--- src/source/mem_if_macros.svh ---
`ifndef MEM_IF_MACROS_SVH
`define MEM_IF_MACROS_SVH

// memory depth in 32-bit words
`define MEM_WORDS 4096

// word index slice of the byte address
// bits above the msb are dropped so addresses wrap
`define MEM_IDX_MSB 13
`define MEM_IDX_LSB 2

// cycles from the accepted read to rdata_valid
// must be at least 1
`define MEM_RD_LATENCY 2

// 12 index bits cover the 4096 words
// keep MEM_WORDS and the slice in step

`endif
--- src/source/mem_if_pkg.sv ---
`default_nettype none

package mem_if_pkg;

	// data-port command
	// nop leaves the port idle, the others start a request set
	typedef enum logic [1:0] {
		cmd_nop   = 2'd0,
		cmd_read  = 2'd1,
		cmd_write = 2'd2
	} mem_cmd_e;

	// data-port request payload
	// sampled together with d_cmd on the accepting edge
	typedef struct packed {
		// byte address, word index taken from the low bits
		logic [31:0] addr;
		// write data, ignored for reads
		logic [31:0] wdata;
		// bitwise write mask, 1 means replace this bit
		logic [31:0] wmask;
	} data_req_t;

	// request from the arbiter to the word memory
	// one command per cmd_start pulse
	typedef struct packed {
		// 1 for a masked write, 0 for a read
		logic        write;
		// byte address of the word
		logic [31:0] addr;
		// write data
		logic [31:0] wdata;
		// write mask, bit for bit
		logic [31:0] wmask;
	} mem_req_t;

	// 96 bits for the port payload, 97 with the write flag

endpackage

`default_nettype wire

--- src/source/mem_port_arbiter.sv ---
`timescale 1ns/1ps
`default_nettype none

module mem_port_arbiter
	import mem_if_pkg::*;
(
	input  logic        clk,
	input  logic        rst_n,

	// instruction port
	input  logic        inst_start,
	output logic        inst_ready,
	input  logic [31:0] i_addr,
	output logic [31:0] inst,
	output logic        inst_valid,

	// data port
	input  mem_cmd_e    d_cmd,
	output logic        d_cmd_ready,
	input  data_req_t   d_req,
	output logic [31:0] rdata,
	output logic        rdata_valid,

	// memory side
	output logic        cmd_start,
	output mem_req_t    mem_req,
	input  logic        cmd_ready,
	input  logic [31:0] mem_rdata,
	input  logic        mem_rdata_valid
);

	typedef enum logic [1:0] {
		// idle, both ports open
		st_wait_cmd       = 2'd0,
		// request held, memory still busy
		st_wait_mem_ready = 2'd1,
		// read issued, waiting for the data pulse
		st_wait_read      = 2'd2,
		// one operation finished
		st_end            = 2'd3
	} arb_state_e;

	arb_state_e state;

	// current operation is the fetch
	logic      cmd_is_inst;
	// saved data command, nop when only a fetch came in
	mem_cmd_e  save_cmd;
	// saved payloads
	logic [31:0] save_i_addr;
	data_req_t   save_req;

	// ports open only while idle
	logic ports_open;
	// data port asks for work
	logic d_cmd_is_op;
	// request set taken on this edge
	logic accept;
	// next operation needs the read wait
	logic issue_read;

	assign ports_open  = (state == st_wait_cmd);
	assign inst_ready  = ports_open;
	assign d_cmd_ready = ports_open;

	assign d_cmd_is_op = (d_cmd != cmd_nop);
	assign accept      = ports_open && (inst_start || d_cmd_is_op);
	// fetch is always a read
	assign issue_read  = cmd_is_inst || (save_cmd == cmd_read);

	// control path
	always_ff @(posedge clk) begin
		if (!rst_n) begin
			state       <= st_wait_cmd;
			cmd_is_inst <= 1'b0;
			save_cmd    <= cmd_nop;
			cmd_start   <= 1'b0;
			inst_valid  <= 1'b0;
			rdata_valid <= 1'b0;
		end else begin
			// pulses drop unless set below
			cmd_start   <= 1'b0;
			inst_valid  <= 1'b0;
			rdata_valid <= 1'b0;
			case (state)
				st_wait_cmd: begin
					if (accept) begin
						// fetch goes first when both arrive
						cmd_is_inst <= inst_start;
						save_cmd    <= d_cmd;
						state       <= st_wait_mem_ready;
					end
				end
				st_wait_mem_ready: begin
					// start only while the memory is ready
					if (cmd_ready) begin
						cmd_start <= 1'b1;
						if (issue_read) begin
							state <= st_wait_read;
						end else begin
							// writes get no response
							state <= st_end;
						end
					end
				end
				st_wait_read: begin
					if (mem_rdata_valid) begin
						// route by the current operation
						if (cmd_is_inst) begin
							inst_valid <= 1'b1;
						end else begin
							rdata_valid <= 1'b1;
						end
						state <= st_end;
					end
				end
				st_end: begin
					// data half of a pair still to do
					if (cmd_is_inst && save_cmd != cmd_nop) begin
						cmd_is_inst <= 1'b0;
						state       <= st_wait_mem_ready;
					end else begin
						state <= st_wait_cmd;
					end
				end
				default: begin
					state <= st_wait_cmd;
				end
			endcase
		end
	end

	// payload path
	always_ff @(posedge clk) begin
		if (accept) begin
			save_i_addr <= i_addr;
			save_req    <= d_req;
		end
		if (state == st_wait_mem_ready && cmd_ready) begin
			if (cmd_is_inst) begin
				// fetch carries no write data
				mem_req <= '{write: 1'b0, addr: save_i_addr, wdata: '0, wmask: '0};
			end else begin
				mem_req <= '{
					write: (save_cmd == cmd_write),
					addr:  save_req.addr,
					wdata: save_req.wdata,
					wmask: save_req.wmask
				};
			end
		end
		// result words held after the pulse
		if (state == st_wait_read && mem_rdata_valid) begin
			if (cmd_is_inst) begin
				inst <= mem_rdata;
			end else begin
				rdata <= mem_rdata;
			end
		end
	end

endmodule

`default_nettype wire

--- config.mk ---
export PLATFORM = sky130hd
export DESIGN_NAME = mem_port_arbiter
export DESIGN_NICKNAME = d
export VERILOG_FILES = /design/src/source/mem_if_macros.svh /design/src/source/mem_if_pkg.sv /design/src/source/mem_port_arbiter.sv
export SDC_FILE = /design/constraint.sdc
export NUM_CORES = 1
export LEC_CHECK = 0
export ABC_AREA = 1
export BUFFER_PORTS_ARGS = -buffer_cell sky130_fd_sc_hd__buf_2
export CAP_MARGIN = 15
export CORE_ASPECT_RATIO = 1.25
export CORE_UTILIZATION = 35
export CTS_CLUSTER_DIAMETER = 40
export DETAILED_ROUTE_END_ITERATION = 10
export PLACE_DENSITY = 0.59
export SYNTH_ARGS = -nofsm -noshare
export SYNTH_HDL_FRONTEND = slang
export SYNTH_SLANG_ARGS = --single-unit
--- constraint.sdc ---
create_clock -name clk -period 6.1 [get_ports clk]
set_input_delay 1.83 -clock clk [delete_from_list [all_inputs] [get_ports clk]]
set_output_delay 1.83 -clock clk [all_outputs]
set_load 0.1 [all_outputs]
==> summary.md <==
| Metric | Value |
|---|---|
| Outcome | finished clean |
| Setup TNS | 0 ns |
| Sequential cell area fraction in the yosys report | 87.73% |
| Ratio of cells with drive above 1 in the final layout | 41.05% |
| Main area contributors after synthesis | edfxtp_1, nand2_1, inv_1 |
| Clock Tree Buf Depth | 3 |
| Root buffer cell | clkbuf_16 |
| Required @ worst endpoint | 4.27 ns |
| Crit. End Element | output port |
| Area grow syn2layout | 32.86% |
| Die width | 153.8 microns |
| Placeable Area | 0.02840 sq mm |
| Detail-routed net length per standard cell | 15.22 microns |
| Main synth FF type | edfxtp_1 |
| FP Rows | 69 |
| Synth Instances | 598 |
| Top cell type's share of synthesized area | 86.14% |
| Cell with the most instances after synthesis | edfxtp_1 |
| Power Dens Cells | 565.1 mW/mm^2 |
| Initial DRC Count | 208 |
| Post-synth cell types | 17 |
| Critical path peak fanout | 8 |
| DRT Wirelength | 20.48 mm |
| H-tree levels | 2 |
| Number of flops mapped to enable cells by yosys | 289 |
| Die Height | 191.7 microns |
| Placed inst area | 0.01215 sq mm |
| Type of the most critical hold path | flop to flop |
| Startpoint type of the worst setup path | flop |
| Slew HR | 46.38% |
| Top cells by count, synth | edfxtp_1, nand2_1, inv_1 |
| Antenna viol nets, final | 0 |
| Lkg Pwr | 0.005685 uW |
| Full die area | 0.02947 sq mm |
| First-pass detailed-route iteration total | 5 |
| Placer Congestion | 0.7953 |
| Clock-pin slew on the worst setup and hold paths | 0.06 ns |
| Yosys warns | 0 |
| Initial antenna violation count | 3 |
| TritonCTS clock tree | built |
| Mapped Area | 0.01007 sq mm |
| Largest net degree at the start of global routing | 71 |
| Avg Inst Size Synth | 16.85 sq um |
| Max frequency | 279.2 MHz |
| GRT overflow | 0 |
| Routed vias/inst | 4.209 |
| Final setup viols | 0 |
| Crit path DAT | 1.75 ns |
| Clk_skew | 0.01193 ns |
| Max Cap Violations | 0 |
| Post-layout minimum cycle time | 3.582 ns |
| Synth Register Bits | 297 |
| Nets | 1132 |
| Slew @ Worst Pin | 0.8043 ns |
| Fin area | 0.01339 sq mm |
| Setup bufs post-CTS | 0 |
| Clk sinks | 297 |
| Synth Net Count | 769 |
| Final Core Density | 47.13% |
| Peak VDD IR | 0.4061 mV |
| Hold Buf Count CTS | 0 |
| Hold Fails Final Rpt | 0 |
| Final Max Tran Viols | 0 |
| Vias in the first global route | 5383 |
| Gr usage total | 13.36% |
| Via Count | 5661 |
| Worst skew pair latency | 0.51 ns |
| Starting density of the core | 35.47% |
| # DRC | 0 |
| CTS-repair resized insts | 0 |
| Critical path class | flop to output port |
| Global-route wire length before repair | 29.64 mm |
| Port Buffer Count | 332 |
| Leading area contributor after synthesis | edfxtp_1 |
| HPWL Detailed | 14.07 mm |
| Fin crit share | 58.71% |
| Num CTS Buffers | 38 |
| RSZ-0062 raised after global routing | no |
| IO Count | 333 |
| Synth async-reset ratio | 0% |
-- state kept, by name, indices dropped and copies added (netlist names) --
signal,count
save_req,96
cmd_start,1
inst_valid,1
mem_req,97
inst,32
rdata_valid,1
state,2
rdata,32
cmd_is_inst,1
save_i_addr,32
save_cmd,2
-- report_power, final --
group | leakage, uW | switching [uW] | internal [uW]
clock | 0.000601 | 843 | 1280
combinational | 0.00229 | 1970 | 323
sequential | 0.00280 | 145 | 3000
total | 0.00568 | 2960 | 4610
-- kinds of logic after synthesis --
logic type      count (synthesis)  synth area share (%)
compound gates                  4                0.2359
fa+ha+maj                       4                0.4968
buf+inv                        94                 3.912
flops                         297                 87.73
simple gates                  199                 7.625
-- routing by layer --
| metal | wire length [microns] | track usage [%] |
|---|---|---|
| met5 | 27 | 0 |
| met4 | 616 | 5.923 |
| met1 | 7826 | 14.93 |
| met3 | 1551 | 4.039 |
| met2 | 10450 | 23.50 |
-- layout make-up --
type | instances | area [sq um]
Multi-Input combinational cell | 207 | 852.1
Timing Repair Buffer | 338 | 1707
Clock buffer | 45 | 998.5
Inverter | 79 | 304.0
Clock inverter | 23 | 235.2
Antenna cell | 1 | 2.502
Sequential cell | 297 | 8842
Fill cell | 2491 | 15020
Tap cell | 355 | 444.2
-- per-stage QoR --
step | std cells | setup WS, ns | total power [uW] | hold WS [ns]
finish | 1345 | 2.518 | 7564 | 0.4733
CTS | 1344 | 2.484 | 7681 | 0.4714
global placement | 1276 | 2.484 | 5497 | 0.4647
global route | 1345 | 2.421 | 7909 | 0.4798
floorplan | 598 | 1.093 | 5110 | 0.4395
detailed placement | 1276 | 2.467 | 5536 | 0.4634
-- worst max-delay path, stage by stage, from the launching register on --
cell and delay (ns):
dfxtp_1 0.32, inv_1 0.10, ha_1 0.33, buf_2 0.49
-- final timing paths --
| kind | endpoint | cells after the start | slack, ns | start |
|---|---|---|---|---|
| worst max-delay path | d_cmd_ready | 3 | 2.52 | state[0] |
| worst min-delay path | save_cmd[1] | 2 | 0.47 | save_cmd[1] |
| worst max register to register | save_req[55] | 5 | 3.70 | state[0] |
| worst min register to register | save_cmd[1] | 2 | 0.47 | save_cmd[1] |
-- placed cells by master (no fill, tap or decap), drive strengths merged --
| master | n |
|---|---|
| a21oi | 4 |
| buf | 338 |
| bufinv | 2 |
| clkbuf | 45 |
| clkinv | 15 |
| clkinvlp | 1 |
| dfxtp | 8 |
| diode | 1 |
| edfxtp | 289 |
| ha | 4 |
| inv | 84 |
| nand2 | 118 |
| nand3 | 6 |
| nor2 | 72 |
| nor3 | 3 |
No activity file was read; power rests on OpenSTA's default activity.
